[config.mk]
export PLATFORM = sky130hd
export DESIGN_NAME = vector_lsu
export DESIGN_NICKNAME = d
export VERILOG_FILES = /design/src/verilog/vector_lsu_pkg.sv /design/src/verilog/lsu_if.sv /design/src/verilog/vector_lsu.sv /design/src/verilog/lsu_load_gather.sv /design/src/verilog/lsu_store_lane.sv /design/src/verilog/lsu_sequencer.sv /design/src/verilog/lsu_decode.sv
export VERILOG_INCLUDE_DIRS = /design/src /design/src/verilog
export SDC_FILE = /design/constraint.sdc
export NUM_CORES = 1
export LEC_CHECK = 0
export ABC_CLOCK_PERIOD_IN_PS = 27100
export BUFFER_PORTS_ARGS = -buffer_cell sky130_fd_sc_hd__buf_2
export CORE_ASPECT_RATIO = 0.8
export CORE_MARGIN = 2
export CORE_UTILIZATION = 40
export CTS_CLUSTER_DIAMETER = 100
export DETAILED_ROUTE_END_ITERATION = 6
export SYNTH_ARGS = -nofsm -noshare
export SYNTH_HDL_FRONTEND = slang
export SYNTH_HIERARCHICAL = 1
export SYNTH_SLANG_ARGS = --single-unit
[constraint.sdc]
create_clock -name clk -period 27.1 [get_ports clk]
set_clock_uncertainty 0.05 [all_clocks]
set_input_delay 5.42 -clock clk [delete_from_list [all_inputs] [get_ports clk]]
set_output_delay 5.42 -clock clk [all_outputs]
set_load 0.02 [all_outputs]
[src/verilog/vector_lsu_params.svh]
`ifndef VECTOR_LSU_PARAMS_SVH
`define VECTOR_LSU_PARAMS_SVH

// Vector register width in bits
`define VLSU_VLEN 64

// Memory data bus width
`define VLSU_BUS_WIDTH 32

// Byte address width
`define VLSU_ADDR_WIDTH 32

// Element index and vl width, enough for VLEN/8 elements plus clipping
`define VLSU_COUNT_WIDTH 4

`endif
[src/verilog/vector_lsu_pkg.sv]
`default_nettype none

`include "vector_lsu_params.svh"

package vector_lsu_pkg;

    ////////////////////////////////////////////////////////////
    // Instruction fields
    ////////////////////////////////////////////////////////////

    // Encoded as the shift from element index to byte offset
    typedef enum logic [1:0] {
        EW8  = 2'b00,
        EW16 = 2'b01,
        EW32 = 2'b10
    } elem_width_e;

    // The mop field, bits 27:26
    typedef enum logic [1:0] {
        UNIT_STRIDED      = 2'b00,
        INDEXED_UNORDERED = 2'b01,
        STRIDED           = 2'b10,
        INDEXED_ORDERED   = 2'b11
    } addr_mode_e;

    ////////////////////////////////////////////////////////////
    // Bus word views
    ////////////////////////////////////////////////////////////

    // Byte lanes for 8-bit elements, halfword lanes for 16-bit ones
    typedef union packed {
        logic [`VLSU_BUS_WIDTH/8-1:0][7:0]   bytes;
        logic [`VLSU_BUS_WIDTH/16-1:0][15:0] halves;
    } bus_word_u;

endpackage

`default_nettype wire

[src/verilog/lsu_if.sv]
`timescale 1ns/1ps
`default_nettype none

`include "vector_lsu_params.svh"

// Accepted request, operands held until the next accepted start
interface lsu_req_if;
    import vector_lsu_pkg::*;

    logic                          req_valid;
    logic                          is_store;
    elem_width_e                   width;
    addr_mode_e                    mode;
    logic [`VLSU_ADDR_WIDTH-1:0]   base;
    logic [`VLSU_ADDR_WIDTH-1:0]   stride;
    logic [`VLSU_VLEN-1:0]         index_vector;
    logic [`VLSU_VLEN-1:0]         write_vector;
    logic [`VLSU_COUNT_WIDTH-1:0]  vl;
    logic                          vm;
    logic [`VLSU_VLEN/8-1:0]       mask;

    modport source (output req_valid, is_store, width, mode, base, stride,
                    index_vector, write_vector, vl, vm, mask);
    modport sink   (input  req_valid, is_store, width, mode, base, stride,
                    index_vector, write_vector, vl, vm, mask);
endinterface

// One element access, consumed in the cycle it is valid
interface lsu_beat_if;
    logic                          beat_valid;
    logic [`VLSU_COUNT_WIDTH-1:0]  elem_index;
    logic [`VLSU_ADDR_WIDTH-1:0]   addr;
    logic                          last;
    logic                          active;

    modport source (output beat_valid, elem_index, addr, last, active);
    modport sink   (input  beat_valid, elem_index, addr, last, active);
endinterface

`default_nettype wire

[src/verilog/vector_lsu.sv]
`timescale 1ns/1ps
`default_nettype none

`include "vector_lsu_params.svh"

module vector_lsu (
    input  logic                          clk,
    input  logic                          reset_n,

    // Core side
    input  logic                          start_i,
    input  logic [31:0]                   instruction_i,
    input  logic [`VLSU_ADDR_WIDTH-1:0]   base_address_i,
    input  logic [`VLSU_ADDR_WIDTH-1:0]   stride_i,
    input  logic [`VLSU_VLEN-1:0]         index_vector_i,
    input  logic [`VLSU_VLEN-1:0]         write_vector_i,
    input  logic [`VLSU_COUNT_WIDTH-1:0]  vl_i,
    input  logic                          vm_i,
    input  logic [`VLSU_VLEN/8-1:0]       mask_i,
    output logic                          busy_o,
    output logic                          done_o,
    output logic [`VLSU_VLEN-1:0]         read_data_o,

    // Memory side
    output logic [`VLSU_ADDR_WIDTH-1:0]   mem_address_o,
    output logic                          mem_read_enable_o,
    output logic [`VLSU_BUS_WIDTH/8-1:0]  mem_write_enable_o,
    output logic [`VLSU_BUS_WIDTH-1:0]    mem_write_data_o,
    input  logic [`VLSU_BUS_WIDTH-1:0]    mem_read_data_i
);

    lsu_req_if  req_if ();
    lsu_beat_if beat_if ();

    lsu_decode decode_i (
        .clk            (clk),
        .reset_n        (reset_n),
        .start_i        (start_i),
        .instruction_i  (instruction_i),
        .base_address_i (base_address_i),
        .stride_i       (stride_i),
        .index_vector_i (index_vector_i),
        .write_vector_i (write_vector_i),
        .vl_i           (vl_i),
        .vm_i           (vm_i),
        .mask_i         (mask_i),
        .busy_i         (busy_o),
        .req            (req_if.source)
    );

    lsu_sequencer sequencer_i (
        .clk     (clk),
        .reset_n (reset_n),
        .req     (req_if.sink),
        .beat    (beat_if.source),
        .busy_o  (busy_o),
        .done_o  (done_o)
    );

    lsu_store_lane store_lane_i (
        .req                (req_if.sink),
        .beat               (beat_if.sink),
        .mem_write_enable_o (mem_write_enable_o),
        .mem_write_data_o   (mem_write_data_o)
    );

    lsu_load_gather load_gather_i (
        .clk             (clk),
        .reset_n         (reset_n),
        .req             (req_if.sink),
        .beat            (beat_if.sink),
        .mem_read_data_i (mem_read_data_i),
        .read_data_o     (read_data_o)
    );

    // Reads are issued for every load beat, masked or not
    assign mem_read_enable_o = beat_if.beat_valid && !req_if.is_store;
    assign mem_address_o     = beat_if.addr;

endmodule

`default_nettype wire

[src/verilog/lsu_load_gather.sv]
`timescale 1ns/1ps
`default_nettype none

`include "vector_lsu_params.svh"

module lsu_load_gather (
    input  logic                         clk,
    input  logic                         reset_n,
    lsu_req_if.sink                      req,
    lsu_beat_if.sink                     beat,
    input  logic [`VLSU_BUS_WIDTH-1:0]   mem_read_data_i,
    output logic [`VLSU_VLEN-1:0]        read_data_o
);
    import vector_lsu_pkg::*;

    localparam int VLEN = `VLSU_VLEN;
    localparam int CW   = `VLSU_COUNT_WIDTH;
    localparam int LSBW = $clog2(`VLSU_BUS_WIDTH/8);
    localparam int IW8  = $clog2(VLEN/8);
    localparam int IW16 = $clog2(VLEN/16);
    localparam int IW32 = $clog2(VLEN/32);

    logic              pend_q;
    logic [CW-1:0]     idx_q;
    logic [LSBW-1:0]   lsb_q;
    logic [VLEN-1:0]   result_q;
    bus_word_u         rd_word;

    ////////////////////////////////////////////////////////////
    // Beat in flight
    ////////////////////////////////////////////////////////////

    // Inactive elements are never gathered, so their slots stay zero
    always_ff @(posedge clk or negedge reset_n) begin
        if (!reset_n) begin
            pend_q <= 1'b0;
        end else begin
            pend_q <= beat.beat_valid && beat.active && !req.is_store;
        end
    end

    always_ff @(posedge clk) begin
        idx_q <= beat.elem_index;
        lsb_q <= beat.addr[LSBW-1:0];
    end

    ////////////////////////////////////////////////////////////
    // Result assembly
    ////////////////////////////////////////////////////////////

    assign rd_word = mem_read_data_i;

    always_ff @(posedge clk or negedge reset_n) begin
        if (!reset_n) begin
            result_q <= '0;
        end else if (req.req_valid && !req.is_store) begin
            result_q <= '0;
        end else if (pend_q) begin
            case (req.width)
                EW8:     result_q[8*idx_q[IW8-1:0] +: 8]    <= rd_word.bytes[lsb_q];
                EW16:    result_q[16*idx_q[IW16-1:0] +: 16] <= rd_word.halves[lsb_q[LSBW-1]];
                default: result_q[32*idx_q[IW32-1:0] +: 32] <= rd_word.bytes;
            endcase
        end
    end

    // Reads zero from the start cycle of a load, so an empty load is zero at done
    assign read_data_o = (req.req_valid && !req.is_store) ? '0 : result_q;

endmodule

`default_nettype wire

[src/verilog/lsu_store_lane.sv]
`timescale 1ns/1ps
`default_nettype none

`include "vector_lsu_params.svh"

module lsu_store_lane (
    lsu_req_if.sink                        req,
    lsu_beat_if.sink                       beat,
    output logic [`VLSU_BUS_WIDTH/8-1:0]   mem_write_enable_o,
    output logic [`VLSU_BUS_WIDTH-1:0]     mem_write_data_o
);
    import vector_lsu_pkg::*;

    localparam int VLEN   = `VLSU_VLEN;
    localparam int BE     = `VLSU_BUS_WIDTH/8;
    localparam int HALVES = `VLSU_BUS_WIDTH/16;
    localparam int LSBW   = $clog2(BE);
    localparam int IW8    = $clog2(VLEN/8);
    localparam int IW16   = $clog2(VLEN/16);
    localparam int IW32   = $clog2(VLEN/32);

    logic [VLEN/8-1:0][7:0]     wv8;
    logic [VLEN/16-1:0][15:0]   wv16;
    logic [VLEN/32-1:0][31:0]   wv32;
    logic [LSBW-1:0]            lsb;
    logic [BE-1:0]              byte_en;
    bus_word_u                  wr_word;

    assign wv8  = req.write_vector;
    assign wv16 = req.write_vector;
    assign wv32 = req.write_vector;
    assign lsb  = beat.addr[LSBW-1:0];

    // Element copied to every lane, enables pick the addressed one
    always_comb begin
        wr_word = '0;
        byte_en = '0;
        case (req.width)
            EW8: begin
                wr_word.bytes = {BE{wv8[beat.elem_index[IW8-1:0]]}};
                byte_en       = BE'(1) << lsb;
            end
            EW16: begin
                wr_word.halves = {HALVES{wv16[beat.elem_index[IW16-1:0]]}};
                byte_en        = BE'(2'b11) << {lsb[LSBW-1], 1'b0};
            end
            default: begin
                wr_word.bytes = wv32[beat.elem_index[IW32-1:0]];
                byte_en       = '1;
            end
        endcase
    end

    // Masked-off elements and loads write nothing
    assign mem_write_enable_o = (beat.beat_valid && beat.active && req.is_store) ?
                                byte_en : '0;
    assign mem_write_data_o   = wr_word;

endmodule

`default_nettype wire

[src/verilog/lsu_sequencer.sv]
`timescale 1ns/1ps
`default_nettype none

`include "vector_lsu_params.svh"

module lsu_sequencer (
    input  logic        clk,
    input  logic        reset_n,
    lsu_req_if.sink     req,
    lsu_beat_if.source  beat,
    output logic        busy_o,
    output logic        done_o
);
    import vector_lsu_pkg::*;

    localparam int VLEN = `VLSU_VLEN;
    localparam int AW   = `VLSU_ADDR_WIDTH;
    localparam int CW   = `VLSU_COUNT_WIDTH;
    localparam int IW8  = $clog2(VLEN/8);
    localparam int IW16 = $clog2(VLEN/16);
    localparam int IW32 = $clog2(VLEN/32);

    typedef enum logic [1:0] {
        SEQ_IDLE,
        SEQ_ISSUE,
        SEQ_DRAIN
    } seq_state_e;

    seq_state_e                 state_q;
    logic [CW-1:0]              elem_q;
    logic [AW-1:0]              stride_off_q;
    logic                       done_q;

    logic [CW-1:0]              capacity;
    logic [CW-1:0]              beat_count;
    logic [CW-1:0]              cur_idx;
    logic [AW-1:0]              cur_stride_off;
    logic [AW-1:0]              offset;
    logic                       issuing;
    logic                       is_last;
    logic [VLEN/8-1:0][7:0]     iv8;
    logic [VLEN/16-1:0][15:0]   iv16;
    logic [VLEN/32-1:0][31:0]   iv32;

    ////////////////////////////////////////////////////////////
    // Element count and index
    ////////////////////////////////////////////////////////////

    always_comb begin
        case (req.width)
            EW8:     capacity = CW'(VLEN/8);
            EW16:    capacity = CW'(VLEN/16);
            default: capacity = CW'(VLEN/32);
        endcase
        beat_count = (req.vl < capacity) ? req.vl : capacity;
    end

    // First beat goes out with req_valid, before the FSM leaves idle
    assign cur_idx        = (state_q == SEQ_ISSUE) ? elem_q : '0;
    assign cur_stride_off = (state_q == SEQ_ISSUE) ? stride_off_q : '0;
    assign issuing        = (state_q == SEQ_ISSUE) ||
                            (state_q == SEQ_IDLE && req.req_valid && beat_count != '0);
    assign is_last        = (cur_idx == beat_count - 1'b1);

    ////////////////////////////////////////////////////////////
    // Address generation
    ////////////////////////////////////////////////////////////

    assign iv8  = req.index_vector;
    assign iv16 = req.index_vector;
    assign iv32 = req.index_vector;

    always_comb begin
        case (req.mode)
            UNIT_STRIDED: begin
                case (req.width)
                    EW8:     offset = AW'(cur_idx);
                    EW16:    offset = AW'(cur_idx) << 1;
                    default: offset = AW'(cur_idx) << 2;
                endcase
            end
            STRIDED: offset = cur_stride_off;
            default: begin
                // Index element read at the data width
                case (req.width)
                    EW8:     offset = AW'(iv8[cur_idx[IW8-1:0]]);
                    EW16:    offset = AW'(iv16[cur_idx[IW16-1:0]]);
                    default: offset = AW'(iv32[cur_idx[IW32-1:0]]);
                endcase
            end
        endcase
    end

    assign beat.beat_valid = issuing;
    assign beat.elem_index = cur_idx;
    assign beat.addr       = req.base + offset;
    assign beat.last       = issuing && is_last;
    assign beat.active     = req.vm || req.mask[cur_idx[IW8-1:0]];

    ////////////////////////////////////////////////////////////
    // FSM
    ////////////////////////////////////////////////////////////

    always_ff @(posedge clk or negedge reset_n) begin
        if (!reset_n) begin
            state_q      <= SEQ_IDLE;
            elem_q       <= '0;
            stride_off_q <= '0;
            done_q       <= 1'b0;
        end else begin
            done_q <= 1'b0;
            if (issuing) begin
                elem_q       <= cur_idx + 1'b1;
                stride_off_q <= cur_stride_off + req.stride;
                if (!is_last) begin
                    state_q <= SEQ_ISSUE;
                end else if (req.is_store) begin
                    state_q <= SEQ_IDLE;
                    done_q  <= 1'b1;
                end else begin
                    // Last load beat still has its data in flight
                    state_q <= SEQ_DRAIN;
                end
            end else if (state_q == SEQ_DRAIN) begin
                state_q <= SEQ_IDLE;
                done_q  <= 1'b1;
            end
        end
    end

    // Zero-length request completes right away
    assign done_o = done_q ||
                    (state_q == SEQ_IDLE && req.req_valid && beat_count == '0);
    assign busy_o = req.req_valid || (state_q != SEQ_IDLE) || done_q;

endmodule

`default_nettype wire

[src/verilog/lsu_decode.sv]
`timescale 1ns/1ps
`default_nettype none

`include "vector_lsu_params.svh"

module lsu_decode (
    input  logic                          clk,
    input  logic                          reset_n,
    input  logic                          start_i,
    input  logic [31:0]                   instruction_i,
    input  logic [`VLSU_ADDR_WIDTH-1:0]   base_address_i,
    input  logic [`VLSU_ADDR_WIDTH-1:0]   stride_i,
    input  logic [`VLSU_VLEN-1:0]         index_vector_i,
    input  logic [`VLSU_VLEN-1:0]         write_vector_i,
    input  logic [`VLSU_COUNT_WIDTH-1:0]  vl_i,
    input  logic                          vm_i,
    input  logic [`VLSU_VLEN/8-1:0]       mask_i,
    input  logic                          busy_i,
    lsu_req_if.source                     req
);
    import vector_lsu_pkg::*;

    localparam logic [6:0] LOAD_OPCODE  = 7'b0000111;
    localparam logic [6:0] STORE_OPCODE = 7'b0100111;

    logic        opcode_ok;
    logic        width_ok;
    logic        accept;
    elem_width_e width_dec;

    assign opcode_ok = (instruction_i[6:0] == LOAD_OPCODE) ||
                       (instruction_i[6:0] == STORE_OPCODE);

    // Only 8, 16 and 32 bit element widths
    always_comb begin
        width_ok  = 1'b1;
        width_dec = EW8;
        case (instruction_i[14:12])
            3'b000:  width_dec = EW8;
            3'b101:  width_dec = EW16;
            3'b110:  width_dec = EW32;
            default: width_ok  = 1'b0;
        endcase
    end

    assign accept = start_i && !busy_i && opcode_ok && width_ok;

    always_ff @(posedge clk or negedge reset_n) begin
        if (!reset_n) begin
            req.req_valid <= 1'b0;
            req.is_store  <= 1'b0;
            req.width     <= EW8;
            req.mode      <= UNIT_STRIDED;
        end else begin
            req.req_valid <= accept;
            if (accept) begin
                req.is_store <= (instruction_i[6:0] == STORE_OPCODE);
                req.width    <= width_dec;
                req.mode     <= addr_mode_e'(instruction_i[27:26]);
            end
        end
    end

    // Operands
    always_ff @(posedge clk) begin
        if (accept) begin
            req.base         <= base_address_i;
            req.stride       <= stride_i;
            req.index_vector <= index_vector_i;
            req.write_vector <= write_vector_i;
            req.vl           <= vl_i;
            req.vm           <= vm_i;
            req.mask         <= mask_i;
        end
    end

endmodule

`default_nettype wire

# Word level (Yosys, flattened, before mapping)
# Cells that the tools add are included.
dict set report word_totals {
  regBits 320
  input_bits 272
  out_inout_bits 135
  word_cells 123
}
dict set report op_classes {
  n_addsub 7
  n_lt_le_gt_ge 6
  n_eq_ne 9
  n_shift 8
  mux 45
  reduce_logical 29
}
# op count
set ops {}
lappend ops {{bitwise mux 64 bit} 3}
lappend ops {{two-way mux 64 bit} 3}
lappend ops {{one-hot mux 32 bit (2 select lines)} 3}
lappend ops {{two-way mux 32 bit} 5}
lappend ops {{one-hot mux 64 bit (2 select lines)} 1}
lappend ops {{negation 6 -> 34 bit} 3}
lappend ops {{adder 32 bit} 2}
lappend ops {{binary-select mux 16 bit (select 2 bit)} 2}
lappend ops {{two-way mux 16 bit} 4}
lappend ops {{variable shift 16 x 34 -> 64 bit, first input constant} 1}
lappend ops {{variable shift 32 x 34 -> 64 bit, first input constant} 1}
lappend ops {{variable shift 8 x 34 -> 64 bit, first input constant} 1}
lappend ops {{variable part select 16 x 34 -> 64 bit} 1}
lappend ops {{variable part select 32 x 34 -> 64 bit} 1}
lappend ops {{variable part select 8 x 34 -> 64 bit} 1}
lappend ops {{binary-select mux 8 bit (select 3 bit)} 2}
lappend ops {{two-way mux 8 bit} 3}
lappend ops {{binary-select mux 8 bit (select 2 bit)} 1}
lappend ops {{one-hot mux 4 bit (2 select lines)} 2}
lappend ops {{two-way mux 4 bit} 3}
lappend ops {{one-hot mux 6 bit (2 select lines)} 1}
lappend ops {{logical AND 1 bit} 11}
lappend ops {{two-way mux 2 bit} 4}
lappend ops {{== test 7 x 3 -> 1 bit, second input constant} 1}
lappend ops {{24 further kinds} 44}

# Longest topological paths before layout
dict set report logic_depth {
  ltp_word 10
  ltp_mapped 21
  ltp_nobuf 19
}

# By module
# Netlist, hierarchy kept.
# module instances cells_per_inst area_each_um2 seq_area_each_um2
set modules_own_cells {}
lappend modules_own_cells {lsu_sequencer 1 1013 7322.0 975.9}
lappend modules_own_cells {lsu_decode 1 252 6578.8 6306.0}
lappend modules_own_cells {lsu_load_gather 1 703 5749.3 1726.7}
lappend modules_own_cells {lsu_store_lane 1 151 1702.9 0.0}
lappend modules_own_cells {vector_lsu 1 1 13.8 0.0}

# Least setup slack after synthesis
# Ideal clock, no wire load.
dict set report synth_timing {
  path_kind {input -> register}
  startpoint {input port instruction_i[4]}
  endpoint {register decode_i.req.req_valid}
  setup_ps 1153
  arrival_time_ps 16221
  required_time_ps 25897
  slack_ps 9676
  path_stages 4
  path_buffers 1
  path_cell_list {or4b_4 > or2_1 > buf_6 > a21oi_1}
}
dict set report synth_via {
  elab_chain_len 4
  elab_cells_between_ends 5
  cone_classes {2 x eq/ne; 3 x reduce/logical}
}
# element line_no
set synth_rtl {}
lappend synth_rtl {{from (decl)} vector_lsu.sv:12} ;# input logic [31:0] instruction_i,
lappend synth_rtl {{== test 7 x 3 -> 1 bit or == test 7 x 6 -> 1 bit (tied branches)} {lsu_decode.sv:31, lsu_decode.sv:32}}
lappend synth_rtl {{logical OR 1 bit (*)} lsu_decode.sv:31} ;# assign opcode_ok = (instruction_i[6:0] == LOAD_OPCODE) ||
lappend synth_rtl {{logical AND 1 bit (*) (2 in a row)} lsu_decode.sv:46} ;# assign accept = start_i && !busy_i && opcode_ok && width_ok;
lappend synth_rtl {{named net decode_i.accept} lsu_decode.sv:28} ;# logic accept;
lappend synth_rtl {{to (signal assigned)} lsu_decode.sv:55} ;# req.req_valid <= accept;
lappend synth_rtl {{to (decl)} lsu_if.sv:22} ;# modport source (output req_valid, is_store, width, mode, base, stride,
# Mark *: on every way through the listed nets, which the timed path passes. The rest lies on a longest branch.
# A chain may end at the register's enable or synchronous reset.

# Worst setup path after layout
dict set report layout_timing {
  startpoint {register sequencer_i.state_q[0]}
  endpoint {output port mem_address_o[24]}
}
dict set report layout_via {
  elab_chain_len 7
  elab_cells_between_ends 13
  cone_classes {1 x add/sub; 1 x eq/ne; 11 x mux}
}
# element line_no
set layout_rtl {}
lappend layout_rtl {{from (decl)} lsu_sequencer.sv:29} ;# seq_state_e state_q;
lappend layout_rtl {{from (signal assigned)} lsu_sequencer.sv:106} ;# state_q <= SEQ_IDLE;
lappend layout_rtl {{from (signal assigned)} lsu_sequencer.sv:116} ;# state_q <= SEQ_ISSUE;
lappend layout_rtl {{from (signal assigned)} lsu_sequencer.sv:118} ;# state_q <= SEQ_IDLE;
lappend layout_rtl {{== test 2 x 1 -> 1 bit (*)} lsu_sequencer.sv:59} ;# assign cur_idx = (state_q == SEQ_ISSUE) ? elem_q : '0;
lappend layout_rtl {{two-way mux 4 bit (*)} lsu_sequencer.sv:59}
lappend layout_rtl {{named net beat_if.elem_index[1]} lsu_if.sv:31} ;# logic [`VLSU_COUNT_WIDTH-1:0] elem_index;
lappend layout_rtl {{binary-select mux 8 bit (select 3 bit) or binary-select mux 16 bit (select 2 bit) (tied branches)} {lsu_sequencer.sv:86, lsu_sequencer.sv:87}}
lappend layout_rtl {{two-way mux 8 bit (implied by the code) or two-way mux 16 bit (tied branches)} {lsu_sequencer.sv:86, lsu_sequencer.sv:87}}
lappend layout_rtl {{one-hot mux 32 bit (2 select lines)} lsu_sequencer.sv:85} ;# case (req.width)
lappend layout_rtl {{one-hot mux 32 bit (2 select lines) (*)} lsu_sequencer.sv:74} ;# case (req.mode)
lappend layout_rtl {{adder 32 bit (*)} lsu_sequencer.sv:96} ;# assign beat.addr = req.base + offset;
lappend layout_rtl {{to (decl)} vector_lsu.sv:25} ;# output logic [`VLSU_ADDR_WIDTH-1:0] mem_address_o,
# Mark *: on every way through the listed nets, which the timed path passes. The rest lies on a longest branch. The select of a mux whose other input is x is not followed.

==> impl_metrics.json <==
{
  "post-place-ws_ns": 15.59,
  "synth_async_sr_flop_share": 0.344,
  "outcome": "complete, but fails checks",
  "drv_slew": 0,
  "ios": 407,
  "critical_path_required_ns": 21.63,
  "timing.max_cap.violations": 0,
  "coreArea_sq_mm": 0.0526,
  "cts_tree": "done",
  "drtPass1Iterations": 7,
  "period_minus_slack_ns": 12.16,
  "tightestPinTransition_ns": 1.20,
  "cts_max_level": 2,
  "wl_per_cell_um": 23.5,
  "antenna_found_initial": 13,
  "drc": 2,
  "insertion_delay_ns": 0.58,
  "grt_overflow": 0,
  "clock-sinks": 320,
  "cts_made_buffers": 39,
  "peakVddDrop_mv": 0.0417,
  "syn_nets": 2467,
  "yosys-top-cells-count": "205 x edfxtp_1, 175 x nand2_1, 164 x a21oi_1, 131 x nor2_1, 110 x dfrtp_1",
  "path_clk_slew_ns": 0.06,
  "end_kind": "output port",
  "period_share": 0.449,
  "relSlewSlack": 0.196,
  "cts.path.max_buffers": 3,
  "cts.root.buffer_cell": "clkbuf_16",
  "synth_seq_cells": 320,
  "path_class": "reg2out",
  "drtIter0Drc": 2185,
  "hold_buffers": 0,
  "gp_congestion": 0.915,
  "power_per_cell_area_mw_per_mm2": 66.2,
  "yosysMostFrequentCell": "edfxtp_1",
  "antenna_left": 0,
  "synth.avg_cell_area_sq_um": 10.1,
  "postCtsSetupRepairBufs": 0,
  "syn_inst": 2120,
  "grt_max_degree": 79,
  "die_w_um": 262,
  "fmax_mhz": 82.2,
  "synth_edf_count": 205,
  "rsz0062_at_grt": "no",
  "yosysWarningCount": 6,
  "cts.repair.resized": 0,
  "grt_pass1_wl_mm": 113,
  "crit_fanout": 62,
  "synthTopCellsByArea": "edfxtp_1 29%, dfrtp_1 13%, ha_1 4.3%, a21oi_1 3.8%, mux2i_1 3.8%",
  "failed_checks": "DRC",
  "drt_wl_total_mm": 74.4,
  "initial_core_util": 0.406,
  "finalSetupViolations": 0,
  "synth_top_area_frac": 0.288,
  "synth-seq-area-share": 0.422,
  "grt_usage": 0.261,
  "final-hold-violation-count": 0,
  "fin_ws_ns": 14.94,
  "grt_pass1_vias": 18800,
  "setup_tns_ns": 0,
  "die_area_sq_mm": 0.0553,
  "dpl.hpwl_mm": 52.3,
  "synth_top_area_cell": "edfxtp_1",
  "synth.cell_area_sq_mm": 0.0214,
  "cp-start-kind": "flop",
  "synth.distinct_cells": 109,
  "drive_above_1_share": 0.240,
  "hp-class": "reg2reg",
  "port_buffers": 386,
  "num-nets-final": 2775,
  "core.rowCount": 75,
  "die_y_um": 211,
  "cp.arrival_ns": 6.69,
  "area_delta_synth_final_pct": 17.2,
  "dominantRegCellSynth": "edfxtp_1",
  "viasPerCell": 6.20,
  "p_leak_nw": 10.1,
  "vias": 19600
}
==> per-stage QoR <==
stage,total power (W),instance area [sq um],utilization,instances,hold slack (ns)
2_1_floorplan,0.000966,21400,-,2120,0.392
3_3_place_gp,0.00112,23700,0.451,3080,0.410
3_5_place_dp,0.00113,23700,0.451,3080,0.418
4_1_cts,0.00166,25000,0.475,3150,0.434
5_1_grt,0.00174,25000,0.476,3162,0.452
6_report,0.00166,25000,0.476,3162,0.436
==> layer usage <==
metal  part of all wire  global-route usage
met1               0.43               0.371
met2               0.45               0.400
met3              0.086              0.0446
met4              0.030              0.0959
met5                  0                   0
==> sequential cells by signal, indices dropped and copies added, names as in the netlist, 3 cells and up <==
signal                     flops
decode_i/req.index_vector     64
decode_i/req.write_vector     64
load_gather_i/result_q        64
decode_i/req.base             32
decode_i/req.stride           32
sequencer_i/stride_off_q      32
decode_i/req.mask              8
decode_i/req.vl                4
sequencer_i/elem_q             4
load_gather_i/idx_q            3
==> placed cells by master, fill, tap and decap left out, drive strengths merged, types with 11 or more instances in the layout <==
| cell type | instances |
|---|---|
| buf | 410 |
| edfxtp | 205 |
| nand2 | 175 |
| a21oi | 166 |
| nor2 | 131 |
| o21ai | 118 |
| dfrtp | 110 |
| inv | 96 |
| mux2i | 81 |
| o22ai | 78 |
| nand3 | 77 |
| ha | 73 |
| clkbuf | 49 |
| o221ai | 48 |
| a41oi | 48 |
| o211ai | 45 |
| nand2b | 41 |
| mux4 | 41 |
| xnor2 | 38 |
| and2 | 38 |
| a21o | 33 |
| or3 | 25 |
| nor2b | 24 |
| nor3 | 23 |
| xor2 | 22 |
| o221a | 17 |
| a211oi | 16 |
| a221oi | 14 |
| clkinv | 14 |
| diode | 12 |
| o41ai | 12 |
| o21bai | 11 |
| and3 | 11 |
==> critical path, cell delays in order (launching register included) <==
cell and delay [ns]:
dfrtp_1 0.45, nor2b_4 0.15, buf_4 0.31, nand2_1 0.72, inv_2 0.26, buf_4 0.38, a21oi_1 0.20, a221oi_1 0.09
nor2_1 0.15, a22oi_1 0.09, o211ai_1 0.17, o21ai_0 0.13, ha_1 0.27, fa_1 0.42, a21o_1 0.17, a21oi_1 0.23
o21bai_1 0.16, a2111oi_4 0.56, o21ai_1 0.24, a31oi_1 0.33, o21ai_1 0.15, xnor2_1 0.23, buf_2 0.21
==> layout make-up <==
cell class	instances	area [sq um]
fill	4915	27600
multi-input combinational	1562	11400
clock buffer	49	1080
antenna	12	30.0
inverter	95	359
sequential	320	9010
tap	693	867
timing repair buffer	410	2110
clock inverter	21	188
==> final timing paths <==
check                                                 start                     endpoint  slack [ns]  cells after the start
min in group asynchronous                           reset_n        decode_i/req.is_store        4.86                      1
worst max-delay path                 sequencer_i/state_q[0]            mem_address_o[24]       14.94                     22
worst min-delay path            sequencer_i/stride_off_q[4]  sequencer_i/stride_off_q[4]        0.44                      2
worst max register to register       sequencer_i/state_q[0]       load_gather_i/lsb_q[1]       22.18                     13
worst min register to register  sequencer_i/stride_off_q[4]  sequencer_i/stride_off_q[4]        0.44                      2
max in group asynchronous                           reset_n        sequencer_i/elem_q[0]       20.72                      2
==> power by group <==
part           internal, W  total, W  switching (W)
combinational     0.000174  0.000503       0.000329
clock             0.000297  0.000526       0.000229
sequential        0.000591  0.000629      0.0000387
==> logic make-up (layout without fill, tap and decap cells) <==
| kind of cell | count (synthesis) | in the layout | synth area share |
|---|---|---|---|
| compound gates | 709 | 709 | 0.235 |
| flops | 320 | 320 | 0.422 |
| fa+ha+maj | 75 | 75 | 0.0446 |
| xor+xnor | 60 | 60 | 0.0246 |
| mux | 132 | 132 | 0.0887 |
| buf+inv | 238 | 575 | 0.0475 |
| simple gates | 586 | 586 | 0.138 |
| other cells | 0 | 12 | 0 |
Power figures use the tool's default switching activity.
